`config.mk`:
```
export PLATFORM = sky130hd
export DESIGN_NAME = id_stage
export DESIGN_NICKNAME = d
export VERILOG_FILES = /design/src/hdl/decode_pkg.sv /design/src/hdl/branch_resolve.sv /design/src/hdl/id_ex_reg.sv /design/src/hdl/id_stage.sv /design/src/hdl/inst_decoder.sv /design/src/hdl/operand_fwd.sv
export SDC_FILE = /design/constraint.sdc
export NUM_CORES = 1
export LEC_CHECK = 0
export BUFFER_PORTS_ARGS = -buffer_cell sky130_fd_sc_hd__buf_4
export CORE_AREA = 2 2 158 160
export DETAILED_ROUTE_END_ITERATION = 16
export DIE_AREA = 0 0 160 162
export PLACE_DENSITY = 0.73
export RECOVER_POWER = 50
export SYNTH_ARGS = -nofsm -noshare
export SYNTH_HDL_FRONTEND = slang
export SYNTH_SLANG_ARGS = --single-unit
export TNS_END_PERCENT = 1
```
`constraint.sdc`:
```
create_clock -name clk -period 8.3 [get_ports clk]
set_clock_uncertainty 0.05 [all_clocks]
set_input_delay 2.075 -clock clk [delete_from_list [all_inputs] [get_ports clk]]
set_output_delay 2.075 -clock clk [all_outputs]
set_load 0.02 [all_outputs]
```
`src/hdl/decode_pkg.sv`:
```
package decode_pkg;

	localparam int WORD_W        = 32;
	localparam int INST_W        = 64;
	localparam int REG_ADDR_W    = 5;
	localparam int LINK_REG      = 29;
	localparam int RETURN_OFFSET = 8;
	// depth of the execute-side buffer
	localparam int CREDITS       = 2;
	localparam int CREDIT_W      = $clog2(CREDITS + 1);

	typedef logic [WORD_W-1:0]     word_t;
	typedef logic [REG_ADDR_W-1:0] reg_addr_t;
	typedef logic [INST_W-1:0]     inst_t;

	typedef enum logic [3:0] {
		FORM_IMM = 4'h1,
		FORM_REG = 4'h2
	} form_e;

	typedef enum logic [7:0] {
		OP_OR   = 8'h01,
		OP_AND  = 8'h02,
		OP_XOR  = 8'h03,
		OP_NOT  = 8'h04,
		OP_SHL  = 8'h05,
		OP_SHR  = 8'h06,
		OP_SAR  = 8'h07,
		OP_MOV  = 8'h08,
		OP_MOVZ = 8'h09,
		OP_MOVN = 8'h0A,
		OP_ADD  = 8'h0B,
		OP_SUB  = 8'h0C,
		OP_JMP  = 8'h10,
		OP_JE   = 8'h11,
		OP_JNE  = 8'h12,
		OP_JG   = 8'h13,
		OP_JNG  = 8'h14,
		OP_JL   = 8'h15,
		OP_JNL  = 8'h16,
		OP_CALL = 8'h17
	} op_e;

	// same code as the low five opcode bits
	typedef enum logic [4:0] {
		ALU_NOP  = 5'h00,
		ALU_OR   = 5'h01,
		ALU_AND  = 5'h02,
		ALU_XOR  = 5'h03,
		ALU_NOT  = 5'h04,
		ALU_SHL  = 5'h05,
		ALU_SHR  = 5'h06,
		ALU_SAR  = 5'h07,
		ALU_MOV  = 5'h08,
		ALU_MOVZ = 5'h09,
		ALU_MOVN = 5'h0A,
		ALU_ADD  = 5'h0B,
		ALU_SUB  = 5'h0C,
		ALU_JMP  = 5'h10,
		ALU_JE   = 5'h11,
		ALU_JNE  = 5'h12,
		ALU_JG   = 5'h13,
		ALU_JNG  = 5'h14,
		ALU_JL   = 5'h15,
		ALU_JNL  = 5'h16,
		ALU_CALL = 5'h17
	} aluop_e;

	typedef enum logic [2:0] {
		SEL_NOP,
		SEL_LOGIC,
		SEL_SHIFT,
		SEL_MOV,
		SEL_ARITH,
		SEL_JUMP,
		SEL_CALL
	} alusel_e;

	typedef enum logic [2:0] {
		BR_NONE,
		BR_ALWAYS,
		BR_EQ,
		BR_NE,
		BR_GT,
		BR_LE,
		BR_LT,
		BR_GE
	} br_kind_e;

	typedef struct packed {
		logic      re1;
		reg_addr_t raddr1;
		logic      re2;
		reg_addr_t raddr2;
		logic      re3;
		reg_addr_t raddr3;
	} rd_req_t;

	typedef struct packed {
		logic      wreg;
		reg_addr_t wd;
		word_t     wdata;
	} fwd_t;

	typedef struct packed {
		aluop_e    aluop;
		alusel_e   alusel;
		word_t     op1;
		word_t     op2;
		reg_addr_t wd;
		logic      wreg;
	} exe_op_t;

	typedef struct packed {
		br_kind_e kind;
		word_t    imm_target;
		logic     use_reg_target;
	} br_ctrl_t;

	typedef struct packed {
		logic  taken;
		word_t target;
	} br_out_t;

endpackage

```
`src/hdl/branch_resolve.sv`:
```
`timescale 1ns/1ns

module branch_resolve (
	input  decode_pkg::br_ctrl_t br_ctrl_i,
	input  decode_pkg::word_t    a_i,
	input  decode_pkg::word_t    b_i,
	input  decode_pkg::word_t    c_i,
	output decode_pkg::br_out_t  br_o
);

	import decode_pkg::*;

	logic a_eq_b;
	logic a_lt_b;

	// unsigned compare only
	assign a_eq_b = (a_i == b_i);
	assign a_lt_b = (a_i < b_i);

	always_comb begin
		case (br_ctrl_i.kind)
			BR_ALWAYS: br_o.taken = 1'b1;
			BR_EQ:     br_o.taken = a_eq_b;
			BR_NE:     br_o.taken = !a_eq_b;
			BR_GT:     br_o.taken = !a_lt_b && !a_eq_b;
			BR_LE:     br_o.taken = a_lt_b || a_eq_b;
			BR_LT:     br_o.taken = a_lt_b;
			BR_GE:     br_o.taken = !a_lt_b;
			default:   br_o.taken = 1'b0;
		endcase
	end

	// register target comes in on port 3
	assign br_o.target = br_ctrl_i.use_reg_target ? c_i : br_ctrl_i.imm_target;

endmodule

```
`src/hdl/id_ex_reg.sv`:
```
`timescale 1ns/1ns

module id_ex_reg (
	input  logic                clk,
	input  logic                arst_n_i,
	input  logic                inst_valid_i,
	input  logic                credit_return_i,
	input  decode_pkg::exe_op_t exe_op_i,
	input  decode_pkg::br_out_t br_i,
	output logic                inst_ready_o,
	output logic                out_valid_o,
	output decode_pkg::exe_op_t exe_op_o,
	output decode_pkg::br_out_t br_o
);

	import decode_pkg::*;

	logic [CREDIT_W-1:0] credit_q;
	logic                valid_q;
	logic                accept;
	exe_op_t             exe_op_q;
	br_out_t             br_q;

	assign inst_ready_o = (credit_q != '0);
	assign accept       = inst_valid_i && inst_ready_o;

	always_ff @(posedge clk or negedge arst_n_i) begin
		if (!arst_n_i) begin
			credit_q <= CREDIT_W'(CREDITS);
			valid_q  <= 1'b0;
		end else begin
			valid_q <= accept;
			// take and return in one cycle cancel out
			case ({accept, credit_return_i})
				2'b10:   credit_q <= credit_q - 1'b1;
				2'b01:   credit_q <= credit_q + 1'b1;
				default: credit_q <= credit_q;
			endcase
		end
	end

	always_ff @(posedge clk) begin
		if (accept) begin
			exe_op_q <= exe_op_i;
			br_q     <= br_i;
		end
	end

	assign out_valid_o  = valid_q;
	assign exe_op_o     = exe_op_q;
	assign br_o.taken   = br_q.taken && valid_q;
	assign br_o.target  = br_q.target;

endmodule

```
`src/hdl/id_stage.sv`:
```
`timescale 1ns/1ns

module id_stage (
	input  logic                 clk,
	input  logic                 arst_n_i,
	input  logic                 inst_valid_i,
	input  decode_pkg::inst_t    inst_i,
	input  decode_pkg::word_t    pc_i,
	output decode_pkg::rd_req_t  rd_req_o,
	input  decode_pkg::word_t    rf_data1_i,
	input  decode_pkg::word_t    rf_data2_i,
	input  decode_pkg::word_t    rf_data3_i,
	input  decode_pkg::fwd_t     ex_fwd_i,
	input  decode_pkg::fwd_t     mem_fwd_i,
	input  logic                 credit_return_i,
	output logic                 inst_ready_o,
	output logic                 out_valid_o,
	output decode_pkg::exe_op_t  exe_op_o,
	output decode_pkg::br_out_t  br_o
);

	import decode_pkg::*;

	word_t    rs1_val;
	word_t    rs2_val;
	word_t    rs3_val;
	exe_op_t  exe_op_d;
	br_ctrl_t br_ctrl;
	br_out_t  br_d;

	inst_decoder u_decoder (
		.inst_i    (inst_i),
		.pc_i      (pc_i),
		.rs1_val_i (rs1_val),
		.rs2_val_i (rs2_val),
		.rd_req_o  (rd_req_o),
		.exe_op_o  (exe_op_d),
		.br_ctrl_o (br_ctrl)
	);

	operand_fwd u_fwd1 (
		.addr_i    (rd_req_o.raddr1),
		.en_i      (rd_req_o.re1),
		.rf_data_i (rf_data1_i),
		.ex_fwd_i  (ex_fwd_i),
		.mem_fwd_i (mem_fwd_i),
		.value_o   (rs1_val)
	);

	operand_fwd u_fwd2 (
		.addr_i    (rd_req_o.raddr2),
		.en_i      (rd_req_o.re2),
		.rf_data_i (rf_data2_i),
		.ex_fwd_i  (ex_fwd_i),
		.mem_fwd_i (mem_fwd_i),
		.value_o   (rs2_val)
	);

	// port 3 only carries a conditional jump target
	operand_fwd u_fwd3 (
		.addr_i    (rd_req_o.raddr3),
		.en_i      (rd_req_o.re3),
		.rf_data_i (rf_data3_i),
		.ex_fwd_i  (ex_fwd_i),
		.mem_fwd_i (mem_fwd_i),
		.value_o   (rs3_val)
	);

	branch_resolve u_branch (
		.br_ctrl_i (br_ctrl),
		.a_i       (rs1_val),
		.b_i       (rs2_val),
		.c_i       (rs3_val),
		.br_o      (br_d)
	);

	id_ex_reg u_id_ex (
		.clk             (clk),
		.arst_n_i        (arst_n_i),
		.inst_valid_i    (inst_valid_i),
		.credit_return_i (credit_return_i),
		.exe_op_i        (exe_op_d),
		.br_i            (br_d),
		.inst_ready_o    (inst_ready_o),
		.out_valid_o     (out_valid_o),
		.exe_op_o        (exe_op_o),
		.br_o            (br_o)
	);

endmodule

```
`src/hdl/inst_decoder.sv`:
```
`timescale 1ns/1ns

module inst_decoder (
	input  decode_pkg::inst_t    inst_i,
	input  decode_pkg::word_t    pc_i,
	input  decode_pkg::word_t    rs1_val_i,
	input  decode_pkg::word_t    rs2_val_i,
	output decode_pkg::rd_req_t  rd_req_o,
	output decode_pkg::exe_op_t  exe_op_o,
	output decode_pkg::br_ctrl_t br_ctrl_o
);

	import decode_pkg::*;

	form_e     form;
	op_e       op;
	reg_addr_t field_a;
	reg_addr_t field_b;
	reg_addr_t field_c;
	word_t     imm;
	word_t     mov_imm;
	word_t     jmp_target;
	logic      is_imm;
	logic      is_reg;
	logic      inst_ok;

	assign form       = form_e'(inst_i[63:60]);
	assign op         = op_e'(inst_i[59:52]);
	assign field_a    = inst_i[51:47];
	assign field_b    = inst_i[46:42];
	assign field_c    = inst_i[41:37];
	assign imm        = inst_i[41:10];
	assign mov_imm    = inst_i[46:15];
	assign jmp_target = inst_i[51:20];
	assign is_imm     = (form == FORM_IMM);
	assign is_reg     = (form == FORM_REG);

	// read requests depend on the instruction alone
	always_comb begin
		rd_req_o = '0;
		if (is_imm || is_reg) begin
			case (op)
				OP_OR, OP_AND, OP_XOR, OP_NOT, OP_SHL, OP_SHR, OP_SAR,
				OP_MOV, OP_MOVZ, OP_MOVN, OP_ADD, OP_SUB: begin
					// mov immediate sits on top of field B
					rd_req_o.re1    = !(is_imm && op == OP_MOV);
					rd_req_o.raddr1 = field_b;
					rd_req_o.re2    = is_reg;
					rd_req_o.raddr2 = field_c;
				end
				OP_JE, OP_JNE, OP_JG, OP_JNG, OP_JL, OP_JNL: begin
					rd_req_o.re1    = 1'b1;
					rd_req_o.raddr1 = field_a;
					rd_req_o.re2    = 1'b1;
					rd_req_o.raddr2 = field_b;
					rd_req_o.re3    = is_reg;
					rd_req_o.raddr3 = field_c;
				end
				OP_JMP, OP_CALL: begin
					rd_req_o.re1    = is_reg;
					rd_req_o.raddr1 = field_a;
				end
				default: rd_req_o = '0;
			endcase
		end
	end

	always_comb begin
		inst_ok                   = is_imm || is_reg;
		exe_op_o.aluop            = aluop_e'(inst_i[56:52]);
		exe_op_o.alusel           = SEL_NOP;
		exe_op_o.op1              = rs1_val_i;
		exe_op_o.op2              = is_reg ? rs2_val_i : imm;
		exe_op_o.wd               = field_a;
		exe_op_o.wreg             = 1'b0;
		br_ctrl_o.kind            = BR_NONE;
		br_ctrl_o.imm_target      = imm;
		br_ctrl_o.use_reg_target  = 1'b0;
		case (op)
			OP_OR, OP_AND, OP_XOR, OP_NOT: begin
				exe_op_o.alusel = SEL_LOGIC;
				exe_op_o.wreg   = 1'b1;
			end
			OP_SHL, OP_SHR, OP_SAR: begin
				exe_op_o.alusel = SEL_SHIFT;
				exe_op_o.wreg   = 1'b1;
			end
			OP_MOV: begin
				exe_op_o.alusel = SEL_MOV;
				exe_op_o.op1    = is_imm ? mov_imm : rs1_val_i;
				exe_op_o.wreg   = 1'b1;
			end
			OP_MOVZ, OP_MOVN: begin
				exe_op_o.alusel = SEL_MOV;
				exe_op_o.wreg   = (rs1_val_i == '0) ^ (op == OP_MOVN);
			end
			OP_ADD, OP_SUB: begin
				exe_op_o.alusel = SEL_ARITH;
				exe_op_o.wreg   = 1'b1;
			end
			OP_JMP: begin
				exe_op_o.alusel      = SEL_JUMP;
				br_ctrl_o.kind       = BR_ALWAYS;
				br_ctrl_o.imm_target = is_reg ? rs1_val_i : jmp_target;
			end
			OP_JE, OP_JNE, OP_JG, OP_JNG, OP_JL, OP_JNL: begin
				exe_op_o.alusel          = SEL_JUMP;
				br_ctrl_o.use_reg_target = is_reg;
				case (op)
					OP_JE:   br_ctrl_o.kind = BR_EQ;
					OP_JNE:  br_ctrl_o.kind = BR_NE;
					OP_JG:   br_ctrl_o.kind = BR_GT;
					OP_JNG:  br_ctrl_o.kind = BR_LE;
					OP_JL:   br_ctrl_o.kind = BR_LT;
					default: br_ctrl_o.kind = BR_GE;
				endcase
			end
			OP_CALL: begin
				// return address goes to the link register
				exe_op_o.alusel      = SEL_CALL;
				exe_op_o.op1         = pc_i + word_t'(RETURN_OFFSET);
				exe_op_o.wd          = reg_addr_t'(LINK_REG);
				exe_op_o.wreg        = 1'b1;
				br_ctrl_o.kind       = BR_ALWAYS;
				br_ctrl_o.imm_target = is_reg ? rs1_val_i : jmp_target;
			end
			default: inst_ok = 1'b0;
		endcase
		if (!inst_ok) begin
			exe_op_o  = '{aluop: ALU_NOP, alusel: SEL_NOP, default: '0};
			br_ctrl_o = '{kind: BR_NONE, default: '0};
		end
	end

endmodule

```
`src/hdl/operand_fwd.sv`:
```
`timescale 1ns/1ns

module operand_fwd (
	input  decode_pkg::reg_addr_t addr_i,
	input  logic                  en_i,
	input  decode_pkg::word_t     rf_data_i,
	input  decode_pkg::fwd_t      ex_fwd_i,
	input  decode_pkg::fwd_t      mem_fwd_i,
	output decode_pkg::word_t     value_o
);

	logic ex_hit;
	logic mem_hit;

	assign ex_hit  = ex_fwd_i.wreg && (ex_fwd_i.wd == addr_i);
	assign mem_hit = mem_fwd_i.wreg && (mem_fwd_i.wd == addr_i);

	// youngest result wins
	always_comb begin
		if (!en_i)
			value_o = '0;
		else if (ex_hit)
			value_o = ex_fwd_i.wdata;
		else if (mem_hit)
			value_o = mem_fwd_i.wdata;
		else
			value_o = rf_data_i;
	end

endmodule

```
==> summary.md <==
| Metric | Value |
|---|---|
| Outcome | `complete, but fails checks` |
| Failing checks | `capacitance limit, slew limit` |
| Most frequent cells in the layout | `buf_4 (328), nand2_1 (201), nor2_1 (148), clkbuf_1 (116), edfxtp_1 (111)` |
| Via-to-Cell Ratio | `approximately 6.3` |
| Hold path start | `u_id_ex.credit_q[0]` |
| Routability congestion estimate | `approximately 0.97` |
| CP Launch Type | `input pin` |
| Tcrit/Tclk final | `between 90% and 100%` |
| Initial DRC count | `around 1800` |
| Row Count | `57` |
| R2R Path End | `u_id_ex.exe_op_o[44]` |
| Xor/xnor cell area share of the yosys netlist | `3.95%` |
| Core Area | `24100 µm²` |
| Synth Area in Compound Gates | `24.0%` |
| Share of cells above drive strength 1 | `24.8%` |
| Cell taking the most area after synthesis | `edfxtp_1` |
| Synth Area in Adders | `3.98%` |
| Critical path class | `in2reg` |
| Clock Latency Late Sink | `0.43 ns` |
| Starting density of the core | `between 40% and 50%` |
| Crit-path cells | `buf_4 > xnor2_1 > or2_0 > a21oi_2 > a221oi_4 > and3_1 > nand2_1 > a311oi_1 > ha_1 > a21o_1 > a21o_1 > a21oi_1 > o21ai_0 > a211oi_1 > nor4_1 > a211oi_1 > o2111ai_1 > nand3_1 > o211a_1 > nor3_1` |
| GRT Util Overall | `37.6%` |
| Critical path arrival | `7.78 ns` |
| Comb power frac | `between 20% and 30%` |
| R2r setup slk | `2.78 ns` |
| Reg-to-reg startpoint | `u_id_ex.credit_q[0]` |
| Reg2reg path depth | `4` |
| Power density cells | `154 nW/µm²` |
| Most common cell after layout, fill and taps aside | `buf_4` |
| Worst Hold Class | `reg2reg` |
| Primary FF master, synth | `edfxtp_1` |
| Setup TNS | `0 ns` |
| Max-slew violation count | `115` |
| Synth top area cells | `edfxtp_1 (31%), nand2_1 (7.1%), mux2i_1 (6.1%)` |
| Mux cell area share after synthesis | `under 10%` |
| Wire per inst | `25.7 µm` |
| First-pass GRT wire length | `73300 µm` |
| CTS tree | `yes` |
| # setup viols final | `0` |
| Congestion Overflow GR | `0` |
| Critical path's largest stage delay | `between 0.7 and 0.8 ns` |
| FF+latch count, synth | `114` |
| Fmax | `131 MHz` |
| Hold WS | `0.468 ns` |
| Clock transition at the registers of the reported paths | `0.06 ns` |
| Peak VDD IR | `0.116 mV` |
| Clock buffer depth | `2` |
| DRT Pass-1 Iters | `8` |
| Ports | `about 400` |
| Buffers on Ports | `392` |
| Hold Path Sink | `u_id_ex.credit_q[0]` |
| Area growth from synthesis to layout | `30.9%` |
| Actual slew at the worst max-slew pin | `between 3 and 4 ns` |
| Reg power frac | `37.9%` |
| CP max FO | `14` |
| Crit. End Element | `flip-flop` |
| Post-synth cell types | `93` |
| Number of global-route vias before repair | `11650` |
| Static leakage | `0.00608 µW` |
| Tmin final | `between 7 and 8 ns` |
| Routed Antenna Nets | `0` |
| Die Footprint | `between 20000 and 30000 µm²` |
| Simple-gate share of the synthesized area | `22.1%` |
| Final hold vios | `0` |
| DR vias | `12404` |
| Switch Pwr | `~720 µW` |
| Asr flop ratio synth | `2.63%` |
| Die Y | `162 µm` |
| Clock group share of total power | `approximately 36%` |
| RSZ-0062 raised after global routing | `no` |
| CP max stage cell | `and3_1` |
| Max Cap Viol | `2` |
| Cells after synthesis | `1282` |
| Placed wire-length estimate | `approximately 38000 µm` |
| Postcts setup bufs | `0` |
| Synth Warn # | `0` |
| Worst Path Required | `8.42 ns` |
| DRC viols | `0` |
| CTS Hold Buffers Added | `0` |
| Internal power | `1420 µW` |
| Antenna violations before repair | `1` |
| Mapped cell area | `10600 µm²` |
| CTS Buf Count | `17` |
| Synth top area share | `31.4%` |
| # nets final | `1924` |
| Post-synth EDFFs | `111` |
| Root Buffer | `clkbuf_16` |
| Main combinational cell family by area after synthesis | `compound AO/OA/AOI/OAI gates` |
| Final Routed Wirelength | `50300 µm` |
| Post-synthesis net count | `1587` |
| H-tree depth | `4` |
| Post-CTS Resized | `0` |
| Average cell area after synthesis | `about 8.3 µm²` |
| Sequential area share after synthesis | `around 32%` |
| Slew HR | `-135%` |
| Sw Share | `33.6%` |
| Largest net degree at the start of global routing | `81` |
| CTS sink cnt | `between 100 and 150` |
| Chip width | `160 µm` |
| Hold path depth | `1` |
==> kinds of logic after synthesis <==
logic type | count (synthesis)
and+or+nand+nor | 513
adders and majority gates | 34
DFF | 114
AOI/OAI and AO/OA | 347
muxes | 67
xor gates and xnor gates | 48
buffers and inverters | 159
==> Yosys cell counts (33+ instances only) <==
master	count
edfxtp_1	111
nand3_1	36
nand2_1	201
a21oi_1	64
o211ai_1	52
mux2i_1	65
nor3_1	33
ha_1	33
buf_4	35
o21ai_0	43
clkbuf_1	66
nor2_1	149
==> through the flow <==
stage	area, µm²	total power [µW]	instances	setup slack, ns	util (%)
2_1_floorplan	10600	1130	1282	1.36	-
3_3_place_gp	13800	1440	1924	0.509	57.1
3_5_place_dp	13800	1450	1924	0.470	57.1
4_1_cts	14400	2200	1956	0.889	59.6
5_1_grt	13900	2210	1956	0.401	57.7
6_report	13900	2150	1957	0.637	57.7
==> worst max path at each step <==
stage / startpoint / end / slack (ns) / depth (start not counted)
2_1_floorplan: inst_i[53] / u_id_ex.br_q[32] / 1.36 / 23
4_1_cts: inst_i[53] / u_id_ex.br_q[32] / 0.89 / 20
5_1_grt: inst_i[60] / u_id_ex.br_q[32] / 0.40 / 20
3_5_place_dp: inst_i[53] / u_id_ex.br_q[32] / 0.47 / 20
3_3_place_gp: inst_i[53] / u_id_ex.br_q[32] / 0.51 / 22
6_report: inst_i[60] / u_id_ex.br_q[32] / 0.64 / 20
==> sequential cells by signal, summed over array words and instances, names as in the netlist <==
signal	flops
u_id_ex.credit_q	2
u_id_ex.br_q	1
u_id_ex.exe_op_o	78
u_id_ex.br_o	32
u_id_ex.out_valid_o	1
==> final cells by class <==
class	instances	area (µm²)
diodes	1	2.50
flip-flops and latches	114	3410
multi-input cells	1009	6470
repair buffers	445	2920
well taps	324	405
inverters	32	121
clock inverters	14	163
fillers	2371	10200
clock buffers	18	429
==> worst max-delay path: cells and delay by family <==
kind | cells | cell delay [ns]
xor+xnor | 1 | 0.38
simple gates | 6 | 1.87
compound gates | 11 | 2.96
buf+inv | 1 | 0.13
fa+ha+maj | 1 | 0.35
==> power groups by stage <==
stage                     combinational [µW]  sequential [µW]  clock [µW]
after global routing                     598              821         788
after floorplan                          236              891           0
after CTS                                635              802         762
final                                    569              814         763
after global placement                   631              811           0
after detailed placement                 633              812           0
==> routing by layer <==
layer	global-route usage [%]	part of all wire, %	vias up
li1	-	-	5442
met3	10.1	13	138
met4	15.5	4.1	0
met5	0	0	-
met2	59.3	45	1007
met1	49.0	38	5817
No activity file was read; power rests on OpenSTA's default activity.
